$ cat src/rtl/apb_soc_pkg.sv
// APB peripheral bus definitions
`default_nettype none

package apb_soc_pkg;

    // request from the requester towards a target
    typedef struct packed {
        logic [31:0] paddr;
        logic        pwrite;
        logic [31:0] pwdata;
        logic        psel;
        logic        penable;
    } apb_req_t;

    // response from a target back to the requester
    typedef struct packed {
        logic [31:0] prdata;
        logic        pready;
        logic        pslverr;
    } apb_rsp_t;

    localparam int unsigned NUM_APB_SLAVES = 3;
    localparam int unsigned SLV_IDX_WIDTH  = $clog2(NUM_APB_SLAVES);
    typedef logic [SLV_IDX_WIDTH-1:0] slv_idx_t;

    // target order behind the node
    localparam slv_idx_t GPIO_IDX     = slv_idx_t'(0);
    localparam slv_idx_t ADVTIMER_IDX = slv_idx_t'(1);
    localparam slv_idx_t SOCCTRL_IDX  = slv_idx_t'(2);

    localparam logic [31:0] GPIO_BASE       = 32'h1A10_1000;
    localparam logic [31:0] GPIO_LENGTH     = 32'h0000_1000;
    localparam logic [31:0] ADVTIMER_BASE   = 32'h1A10_2000;
    localparam logic [31:0] ADVTIMER_LENGTH = 32'h0000_1000;
    localparam logic [31:0] SOCCTRL_BASE    = 32'h1A10_4000;
    localparam logic [31:0] SOCCTRL_LENGTH  = 32'h0000_1000;

    // byte offsets inside a 4 KiB region
    localparam int unsigned OFFSET_WIDTH = 12;
    typedef logic [OFFSET_WIDTH-1:0] reg_off_t;

    localparam reg_off_t GPIO_OUT     = 12'h000;
    localparam reg_off_t GPIO_DIR     = 12'h004;
    localparam reg_off_t GPIO_IN      = 12'h008;

    localparam reg_off_t TMR_CTRL     = 12'h000;
    localparam reg_off_t TMR_CNT      = 12'h004;
    localparam reg_off_t TMR_CMP      = 12'h008;
    localparam reg_off_t TMR_IRQ      = 12'h00C;

    localparam reg_off_t SOC_ID       = 12'h000;
    localparam reg_off_t SOC_BOOT     = 12'h004;
    localparam reg_off_t SOC_SCRATCH0 = 12'h008;
    localparam reg_off_t SOC_SCRATCH1 = 12'h00C;

    localparam logic [31:0] CHIP_ID       = 32'h0C0F_FEE1;
    localparam logic [31:0] BOOT_ADDR_RST = 32'h1C00_8080;

endpackage

`default_nettype wire
$ cat src/rtl/periph_bus_wrap.sv
// peripheral bus top level
`default_nettype none

module periph_bus_wrap
    import apb_soc_pkg::*;
#(
    parameter int unsigned NUM_GPIO    = 16,
    parameter int unsigned TIMER_WIDTH = 32
) (
    input  logic                clk_i,
    input  logic                arst_n,
    input  apb_req_t            req,
    output apb_rsp_t            rsp,
    input  logic [NUM_GPIO-1:0] gpio_in,
    output logic [NUM_GPIO-1:0] gpio_out,
    output logic [NUM_GPIO-1:0] gpio_oe,
    output logic                timer_irq,
    output logic [31:0]         boot_addr
);

    apb_req_t [NUM_APB_SLAVES-1:0] slv_req;
    apb_rsp_t [NUM_APB_SLAVES-1:0] slv_rsp;

    apb_node i_apb_node (
        .clk_i   ( clk_i   ),
        .arst_n  ( arst_n  ),
        .req     ( req     ),
        .rsp     ( rsp     ),
        .slv_req ( slv_req ),
        .slv_rsp ( slv_rsp )
    );

    gpio_regs #(
        .NUM_GPIO ( NUM_GPIO )
    ) i_gpio_regs (
        .clk_i    ( clk_i             ),
        .arst_n   ( arst_n            ),
        .req      ( slv_req[GPIO_IDX] ),
        .rsp      ( slv_rsp[GPIO_IDX] ),
        .gpio_in  ( gpio_in           ),
        .gpio_out ( gpio_out          ),
        .gpio_oe  ( gpio_oe           )
    );

    adv_timer #(
        .TIMER_WIDTH ( TIMER_WIDTH )
    ) i_adv_timer (
        .clk_i  ( clk_i                 ),
        .arst_n ( arst_n                ),
        .req    ( slv_req[ADVTIMER_IDX] ),
        .rsp    ( slv_rsp[ADVTIMER_IDX] ),
        .irq    ( timer_irq             )
    );

    soc_ctrl_regs i_soc_ctrl_regs (
        .clk_i     ( clk_i                ),
        .arst_n    ( arst_n               ),
        .req       ( slv_req[SOCCTRL_IDX] ),
        .rsp       ( slv_rsp[SOCCTRL_IDX] ),
        .boot_addr ( boot_addr            )
    );

endmodule

`default_nettype wire

$ cat src/rtl/soc_ctrl_regs.sv
// SoC control registers
`default_nettype none

module soc_ctrl_regs
    import apb_soc_pkg::*;
(
    input  logic        clk_i,
    input  logic        arst_n,
    input  apb_req_t    req,
    output apb_rsp_t    rsp,
    output logic [31:0] boot_addr
);

    logic [31:0] boot_q;
    logic [31:0] scratch0_q;
    logic [31:0] scratch1_q;
    reg_off_t    reg_off;
    logic        wr_en;

    assign reg_off = req.paddr[OFFSET_WIDTH-1:0];
    assign wr_en   = req.psel && req.penable && req.pwrite;

    // SOC_ID has no storage, writes to it fall into the default arm
    always_ff @(posedge clk_i or negedge arst_n) begin
        if (!arst_n) begin
            boot_q     <= BOOT_ADDR_RST;
            scratch0_q <= '0;
            scratch1_q <= '0;
        end else if (wr_en) begin
            case (reg_off)
                SOC_BOOT:     boot_q     <= req.pwdata;
                SOC_SCRATCH0: scratch0_q <= req.pwdata;
                SOC_SCRATCH1: scratch1_q <= req.pwdata;
                default: ;
            endcase
        end
    end

    always_comb begin
        case (reg_off)
            SOC_ID:       rsp.prdata = CHIP_ID;
            SOC_BOOT:     rsp.prdata = boot_q;
            SOC_SCRATCH0: rsp.prdata = scratch0_q;
            SOC_SCRATCH1: rsp.prdata = scratch1_q;
            default:      rsp.prdata = '0;
        endcase
    end

    assign rsp.pready  = req.psel && req.penable;
    assign rsp.pslverr = 1'b0;

    // the boot address goes straight to the core's fetch logic
    assign boot_addr = boot_q;

endmodule

`default_nettype wire

$ cat src/rtl/adv_timer.sv
// compare timer with sticky interrupt
`default_nettype none

module adv_timer
    import apb_soc_pkg::*;
#(
    parameter int unsigned TIMER_WIDTH = 32
) (
    input  logic     clk_i,
    input  logic     arst_n,
    input  apb_req_t req,
    output apb_rsp_t rsp,
    output logic     irq
);

    logic                   en_q;
    logic [TIMER_WIDTH-1:0] cnt_q;
    logic [TIMER_WIDTH-1:0] cmp_q;
    logic                   irq_q;
    reg_off_t               reg_off;
    logic                   wr_en;
    logic                   cnt_clr;
    logic                   irq_clr;
    logic                   cmp_match;

    assign reg_off = req.paddr[OFFSET_WIDTH-1:0];
    assign wr_en   = req.psel && req.penable && req.pwrite;

    assign cnt_clr   = wr_en && (reg_off == TMR_CTRL) && req.pwdata[1];
    assign irq_clr   = wr_en && (reg_off == TMR_IRQ) && req.pwdata[0];
    assign cmp_match = en_q && (cnt_q == cmp_q);

    always_ff @(posedge clk_i or negedge arst_n) begin
        if (!arst_n) begin
            en_q  <= 1'b0;
            cmp_q <= '0;
        end else if (wr_en) begin
            case (reg_off)
                TMR_CTRL: en_q  <= req.pwdata[0];
                TMR_CMP:  cmp_q <= req.pwdata[TIMER_WIDTH-1:0];
                default: ;
            endcase
        end
    end

    // the counter wraps naturally at its maximum
    always_ff @(posedge clk_i or negedge arst_n) begin
        if (!arst_n) begin
            cnt_q <= '0;
        end else if (cnt_clr) begin
            cnt_q <= '0;
        end else if (en_q) begin
            cnt_q <= cnt_q + 1'b1;
        end
    end

    // a match in the same cycle as a clear keeps the flag set
    always_ff @(posedge clk_i or negedge arst_n) begin
        if (!arst_n) begin
            irq_q <= 1'b0;
        end else if (cmp_match) begin
            irq_q <= 1'b1;
        end else if (irq_clr) begin
            irq_q <= 1'b0;
        end
    end

    always_comb begin
        case (reg_off)
            TMR_CTRL: rsp.prdata = {31'b0, en_q};
            TMR_CNT:  rsp.prdata = 32'(cnt_q);
            TMR_CMP:  rsp.prdata = 32'(cmp_q);
            TMR_IRQ:  rsp.prdata = {31'b0, irq_q};
            default:  rsp.prdata = '0;
        endcase
    end

    assign rsp.pready  = req.psel && req.penable;
    assign rsp.pslverr = 1'b0;
    assign irq         = irq_q;

endmodule

`default_nettype wire

$ cat src/rtl/gpio_regs.sv
// GPIO register block
`default_nettype none

module gpio_regs
    import apb_soc_pkg::*;
#(
    parameter int unsigned NUM_GPIO = 16
) (
    input  logic                clk_i,
    input  logic                arst_n,
    input  apb_req_t            req,
    output apb_rsp_t            rsp,
    input  logic [NUM_GPIO-1:0] gpio_in,
    output logic [NUM_GPIO-1:0] gpio_out,
    output logic [NUM_GPIO-1:0] gpio_oe
);

    logic [NUM_GPIO-1:0] out_q;
    logic [NUM_GPIO-1:0] dir_q;
    logic [NUM_GPIO-1:0] in_meta_q;
    logic [NUM_GPIO-1:0] in_sync_q;
    reg_off_t            reg_off;
    logic                wr_en;

    assign reg_off = req.paddr[OFFSET_WIDTH-1:0];
    assign wr_en   = req.psel && req.penable && req.pwrite;

    always_ff @(posedge clk_i or negedge arst_n) begin
        if (!arst_n) begin
            out_q <= '0;
            dir_q <= '0;
        end else if (wr_en) begin
            case (reg_off)
                GPIO_OUT: out_q <= req.pwdata[NUM_GPIO-1:0];
                GPIO_DIR: dir_q <= req.pwdata[NUM_GPIO-1:0];
                default: ;
            endcase
        end
    end

    // two stage synchronizer for the asynchronous pad inputs
    always_ff @(posedge clk_i or negedge arst_n) begin
        if (!arst_n) begin
            in_meta_q <= '0;
            in_sync_q <= '0;
        end else begin
            in_meta_q <= gpio_in;
            in_sync_q <= in_meta_q;
        end
    end

    always_comb begin
        case (reg_off)
            GPIO_OUT: rsp.prdata = 32'(out_q);
            GPIO_DIR: rsp.prdata = 32'(dir_q);
            GPIO_IN:  rsp.prdata = 32'(in_sync_q);
            default:  rsp.prdata = '0;
        endcase
    end

    // no wait states and no error, unknown offsets just read zero
    assign rsp.pready  = req.psel && req.penable;
    assign rsp.pslverr = 1'b0;

    assign gpio_out = out_q;
    assign gpio_oe  = dir_q;

endmodule

`default_nettype wire

$ cat src/rtl/apb_node.sv
// APB address decoder and response mux
`default_nettype none

module apb_node
    import apb_soc_pkg::*;
(
    input  logic                                clk_i,
    input  logic                                arst_n,
    input  apb_req_t                            req,
    output apb_rsp_t                            rsp,
    output apb_req_t [NUM_APB_SLAVES-1:0]       slv_req,
    input  apb_rsp_t [NUM_APB_SLAVES-1:0]       slv_rsp
);

    // region table, entry i belongs to target index i
    localparam logic [NUM_APB_SLAVES-1:0][31:0] REGION_BASE = {
        SOCCTRL_BASE,
        ADVTIMER_BASE,
        GPIO_BASE
    };
    localparam logic [NUM_APB_SLAVES-1:0][31:0] REGION_LAST = {
        SOCCTRL_BASE + SOCCTRL_LENGTH - 32'd1,
        ADVTIMER_BASE + ADVTIMER_LENGTH - 32'd1,
        GPIO_BASE + GPIO_LENGTH - 32'd1
    };

    logic [NUM_APB_SLAVES-1:0] hit;
    slv_idx_t                  sel_idx;
    logic                      sel_hit;
    slv_idx_t                  sel_idx_q;
    logic                      sel_hit_q;

    always_comb begin
        hit = '0;
        for (int i = 0; i < NUM_APB_SLAVES; i++) begin
            hit[i] = (req.paddr >= REGION_BASE[i]) && (req.paddr <= REGION_LAST[i]);
        end
    end

    // regions do not overlap, so the lowest hit is the only one
    always_comb begin
        sel_idx = '0;
        sel_hit = 1'b0;
        for (int i = NUM_APB_SLAVES - 1; i >= 0; i--) begin
            if (hit[i]) begin
                sel_idx = slv_idx_t'(i);
                sel_hit = 1'b1;
            end
        end
    end

    // every target sees the same request, only psel is steered
    always_comb begin
        for (int i = 0; i < NUM_APB_SLAVES; i++) begin
            slv_req[i]      = req;
            slv_req[i].psel = req.psel && sel_hit && (sel_idx == slv_idx_t'(i));
        end
    end

    always_comb begin
        if (sel_hit) begin
            rsp = slv_rsp[sel_idx];
        end else begin
            // unmapped address, the node answers with an error itself
            rsp.prdata  = '0;
            rsp.pready  = req.psel && req.penable;
            rsp.pslverr = req.psel && req.penable;
        end
    end

    // selection captured in setup and held through the access phase
    always_ff @(posedge clk_i or negedge arst_n) begin
        if (!arst_n) begin
            sel_idx_q <= '0;
            sel_hit_q <= 1'b0;
        end else if (req.psel && !req.penable) begin
            sel_idx_q <= sel_idx;
            sel_hit_q <= sel_hit;
        end
    end

endmodule

`default_nettype wire

$ cat config.mk
export PLATFORM = sky130hd
export DESIGN_NAME = periph_bus_wrap
export DESIGN_NICKNAME = d
export VERILOG_FILES = /design/src/rtl/apb_soc_pkg.sv /design/src/rtl/periph_bus_wrap.sv /design/src/rtl/soc_ctrl_regs.sv /design/src/rtl/adv_timer.sv /design/src/rtl/gpio_regs.sv /design/src/rtl/apb_node.sv
export SDC_FILE = /design/constraint.sdc
export NUM_CORES = 1
export LEC_CHECK = 0
export ABC_AREA = 1
export ABC_CLOCK_PERIOD_IN_PS = 1930
export BUFFER_PORTS_ARGS = -buffer_cell sky130_fd_sc_hd__buf_2
export CAP_MARGIN = 0
export CORE_UTILIZATION = 40
export DETAILED_ROUTE_END_ITERATION = 8
export GPL_TIMING_DRIVEN = 0
export HOLD_SLACK_MARGIN = 0.03
export PLACE_DENSITY = 0.6
export RECOVER_POWER = 25
export SYNTH_ARGS = -nofsm -noshare
export SYNTH_HDL_FRONTEND = slang
export SYNTH_SLANG_ARGS = --single-unit
$ cat constraint.sdc
create_clock -name clk_i -period 1.93 [get_ports clk_i]
set_input_delay 0.0965 -clock clk_i [delete_from_list [all_inputs] [get_ports clk_i]]
set_output_delay 0.0965 -clock clk_i [all_outputs]
set_load 0.005 [all_outputs]
======== Word level (Yosys, flattened, before mapping) ========
Index checks and enable logic that the tools add are counted.
storage, ports and cells
  flip-flop bits (word level) ............. 226
  bits of input ports ..................... 85
  output and inout bits ................... 99
  word-level logic and storage cells ...... 71
cells by class
  add/sub/neg operators ................... 1
  order comparisons ....................... 7
  eq/ne operators ......................... 6
  muxes and demuxes ....................... 16
  reduce and logical (&&, ||, !) cells .... 30
operator list
  operator                                               number
  one-hot mux 32 bit (4 select lines)                    2
  >= comparator 32 x 29 -> 1 bit, second input constant  3
  <= comparator 32 x 29 -> 1 bit, second input constant  3
  binary-select mux 34 bit (select 2 bit)                1
  two-way mux 34 bit                                     2
  two-way mux 32 bit                                     2
  one-hot mux 16 bit (3 select lines)                    1
  adder 32 x 1 -> 32 bit, second input constant          1
  equality test 32 bit                                   1
  equality test 12 x 4 -> 1 bit, second input constant   2
  logical AND 1 bit                                      19
  AND reduction 2 bit                                    7
  equality test 12 x 3 -> 1 bit, second input constant   1
  logical NOT 12 bit                                     1
  two-way mux 2 bit                                      3
  two-way mux 1 bit                                      5
  nonzero test 2 bit                                     2
  < comparator 2 x 3 -> 1 bit, second input constant     1
  equality test 2 x 1 -> 1 bit, second input constant    1
  equality test 2 bit, second input constant             1
  logical NOT 2 bit                                      1

======== Logic depth before layout (Yosys ltp) ========
  depth in word-level cells ............... 13
  mapped depth ............................ 13
  gate-level depth less buffers ........... 12

======== Modules after synthesis ========
Synthesis repeated with hierarchy kept, for this count alone.
unflattened totals
  cells, all modules ...................... 2,024
  area, all modules ....................... 14,646.5 um2
modules (own cells, without submodules)
  module         instances  cells each  area each (um2)  sequential area each (um2)
  soc_ctrl_regs  1          598         4,822.1          2,408.6
  adv_timer      1          665         4,405.5          1,651.6
  gpio_regs      1          286         2,726.4          1,601.5
  apb_node       1          475         2,692.6          0.0

======== Worst setup path after synthesis ========
No wires, ideal clock.
  kind .................................... register -> register
  start point ............................. register i_adv_timer.cnt_q[0]
  end point ............................... register i_adv_timer.cnt_q[22]
  library setup time ...................... 0.118 ns
  arrival time ............................ 1.577 ns
  data required time ...................... 1.812 ns
  path slack .............................. 0.235 ns
  cell stages (with the launch flop) ...... 13
  buffers on the path ..................... 0
  period minus slack after synthesis ...... 1.695 ns
  path through ............................ dfrtp_1 -> ha_1 -> nand2_1 -> nor2_2 -> nand2_1 -> nor2_2 -> inv_1 -> nor2_2 -> nand2_1 -> nor2_2 -> nand3_1 -> xor2_1 -> nor2_1
between the ends
  word-level cells in the longest chain between the ends .. 3
RTL lines
  item                    line             source
  start, declared         adv_timer.sv:17  logic [TIMER_WIDTH-1:0] cnt_q;
  start signal, assigned  adv_timer.sv:53  cnt_q <= cnt_q + 1'b1;
  adder 32 x 1 -> 32 bit  adv_timer.sv:53
  two-way mux 32 bit      adv_timer.sv:52  end else if (en_q) begin
  two-way mux 32 bit      adv_timer.sv:50  end else if (cnt_clr) begin
No other way between the ends. The select of a mux whose other input is x is not followed.
A chain may end at the register's enable or synchronous reset.

==> metrics.csv <==
metric;value;unit
status;complete, no violations;
rsz0062_at_grt;yes;
drtPass1Iterations;5;
cts_buffers;26;
mostFrequentLayoutCell;nand2_1;
synthXorXnorAreaFrac;0.0208;
clock_latency;0.56;ns
synth_edf_count;0;
nets;1787;
grtUsageTotal;0.277;
vdd_ir_drop_max;0.000535;V
crit_required;1.83;ns
critPathCaptureType;primary output;
ys.flop_type;dfrtp_1;
synth_compound_area_frac;0.140;
synth-simple-area-share;0.238;
die_x;170;µm
finalSetupViolations;0;
initialDrtViolationCount;1074;
max_cap_viol_count;0;
antenna_found_initial;0;
crit_fanout;10;
cts_tree;done;
synth_top_family_by_area;simple AND/OR/NAND/NOR gates;
holdPathEnd;i_adv_timer.en_q$_DFFE_PN0P_;
ys_seq_area_frac;0.499;
placeableCoreArea;27900;µm²
portBuffers;182;
area_delta_synth_final;30.3;%
hold_class;in -> reg;
grt_overflow;0;
dp.final_hpwl;29100;µm
power;10200;µW
reg2regPathDepth;11;
die_area;29100;µm²
rows;61;
reg2reg_slack;0.08;ns
avgSynthCellArea;8.04;µm²
clock.fmax;0.523;GHz
tightest_slew;0.891;ns
ys_types;42;
leakage;0.00719;µW
hold_ws;0.0880;ns
start_util;0.407;
min_period;1.91;ns
wl_per_cell;19.0;µm
start_kind;input pin;
synthMuxAreaShare;0;
r2r-end;i_adv_timer.cnt_q[24]$_DFFE_PN0P_;
slew_violations;0;
tns;0;ns
path_clk_slew;0.06;ns
grt_pass1_wl;60300;µm
ios;184;
r2r_start;i_adv_timer.cnt_q[1]$_DFFE_PN0P_;
relSlewSlack;0.406;
hold_depth;5;
final_antenna_net_count;0;
synth_nets;1498;
cts.sinks;226;
synthCells;1412;
yosysWarnings;0;
drt-met1-wl;18000;µm
worstSetupPathType;in -> out;
highest_layer;met4;
wl_met3;2830;µm
layout-drive-gt1-share;0.229;
finalCritPeriodShare;0.991;
cts_max_level;1;
dr_wl_met2;18000;µm
grt_max_degree;117;
cts_root_buf;clkbuf_16;
final_cell_mix;nand2_1, dfrtp_1, buf_2;
ys_ff_latch;226;
drt-total-wl;39900;µm
ys_async_sr_fraction;1.00;
finalHoldViolCount;0;
clk_path_buf_depth;3;
fin_skew;0.0202;ns
synth_fa_ha_area_frac;0.00110;
gp_congestion;1.01;
worstHoldStart;req[34];
die_h;170;µm
antennaDiodeCount;0;
syn_area;11400;µm²
fill_cells;2738;
p_per_area;691;nW/µm²
viasPerCell;5.13;
vias;10800;
crit_arrival;1.82;ns
drc;0;
first_global_vias;10300;
[timing repair]
action	in CTS	in global routing
endpoints found under the hold margin	285	0
pin swaps	6	16
buffers inserted	17	15
endpoints found under the setup margin	38	42
hold buffers	49	0
gates resized for setup	57	64
[critical path, stage by stage]
cell and delay [ns]:
buf_2 0.12, nor2_4 0.12, nand3_4 0.12, nor2_8 0.20, nand3_4 0.20, clkinv_8 0.14, buf_8 0.17, nand2_1 0.07
nand4_1 0.10, nand2_1 0.12, a21oi_2 0.20, buf_2 0.15
[report_power, final]
part | leakage (µW) | switching, µW | internal, µW | total [µW]
logic | 0.00394 | 246 | 159 | 405
registers | 0.00281 | 8.78 | 4770 | 4780
clock network | 0.000434 | 2050 | 2970 | 5030
total | 0.00719 | 2310 | 7900 | 10200
[state kept, by name, indices dropped and copies added (netlist names)]
register / flops
i_soc_ctrl_regs.scratch1_q: 32
i_gpio_regs.gpio_out: 16
i_soc_ctrl_regs.boot_addr: 32
i_adv_timer.irq: 1
i_adv_timer.cnt_q: 32
i_adv_timer.cmp_q: 32
i_adv_timer.en_q: 1
i_gpio_regs.in_sync_q: 16
i_gpio_regs.in_meta_q: 16
i_soc_ctrl_regs.scratch0_q: 32
i_gpio_regs.gpio_oe: 16
[kinds of logic after synthesis]
family / after synthesis
and+or+nand+nor: 600
AOI/OAI and AO/OA: 289
buffers and inverters: 269
DFF: 226
xor gates and xnor gates: 27
adders and majority gates: 1
[worst max path at each step]
stage	depth (start not counted)	to	startpoint
floorplan	12	i_adv_timer.cnt_q[22]$_DFFE_PN0P_	i_adv_timer.cnt_q[0]$_DFFE_PN0P_
global placement	1	i_gpio_regs.gpio_out[12]$_DFFE_PN0P_	arst_n
detailed placement	12	rsp[17]	req[40]
CTS	13	rsp[2]	req[40]
global route	12	rsp[2]	req[44]
finish	12	rsp[17]	req[44]
[metrics by stage]
stage	util	instance area, µm²	setup WS [ns]	instances
floorplan	-	11400	0.235	1412
global placement	0.457	12700	-3.36	1972
detailed placement	0.458	12800	-0.365	1973
CTS	0.520	14500	-0.00398	2084
global route	0.531	14800	-0.0591	2098
finish	0.531	14800	0.0170	2098
[routing by layer]
metal	vias to the layer above	global-route usage
met5	-	0
met4	0	0.0826
met3	61	0.0516
met2	376	0.431
met1	5182	0.392
li1	5143	-
[Yosys cell counts, types with 2 or more instances]
cell | n | share of area
dfstp_2 | 5 | 0.012
nand4_1 | 30 | 0.017
nand3b_1 | 2 | 0.0013
nand2_1 | 403 | 0.13
nand3_1 | 58 | 0.026
nor2_2 | 10 | 0.0055
inv_2 | 4 | 0.0013
o221ai_1 | 2 | 0.0015
buf_4 | 7 | 0.0046
nor2_8 | 3 | 0.0053
o211ai_1 | 4 | 0.0026
o22ai_1 | 42 | 0.023
nor4_1 | 3 | 0.0017
a21oi_1 | 40 | 0.018
dfrtp_1 | 221 | 0.49
buf_1 | 3 | 0.00099
nand2_4 | 2 | 0.0020
o21ai_0 | 117 | 0.052
xnor2_1 | 5 | 0.0039
clkbuf_1 | 22 | 0.0073
buf_6 | 10 | 0.0099
buf_2 | 22 | 0.0097
xor2_1 | 22 | 0.017
nand3_4 | 7 | 0.011
nand3_2 | 2 | 0.0018
nor3_2 | 3 | 0.0026
nor3_1 | 22 | 0.0097
clkinv_1 | 2 | 0.00066
o2111ai_1 | 3 | 0.0023
inv_1 | 196 | 0.065
nor2_1 | 50 | 0.017
o21ai_1 | 64 | 0.028
clkinv_2 | 2 | 0.00088
a22o_1 | 16 | 0.012
[layout make-up]
| cell class | instances | area, µm² | share of cell area |
|---|---|---|---|
| flip-flops and latches | 226 | 5670 | 0.383 |
| multi-input cells | 917 | 4790 | 0.324 |
| plain buffers | 61 | 475 | 0.0321 |
| clock buffers | 41 | 797 | 0.0539 |
| clock inverters | 6 | 83.8 | 0.00567 |
| repair buffers | 264 | 1710 | 0.115 |
| inverters | 205 | 797 | 0.0539 |
| well taps | 378 | 473 | 0.0320 |
Note: power is estimated with default switching activity, not from simulation.
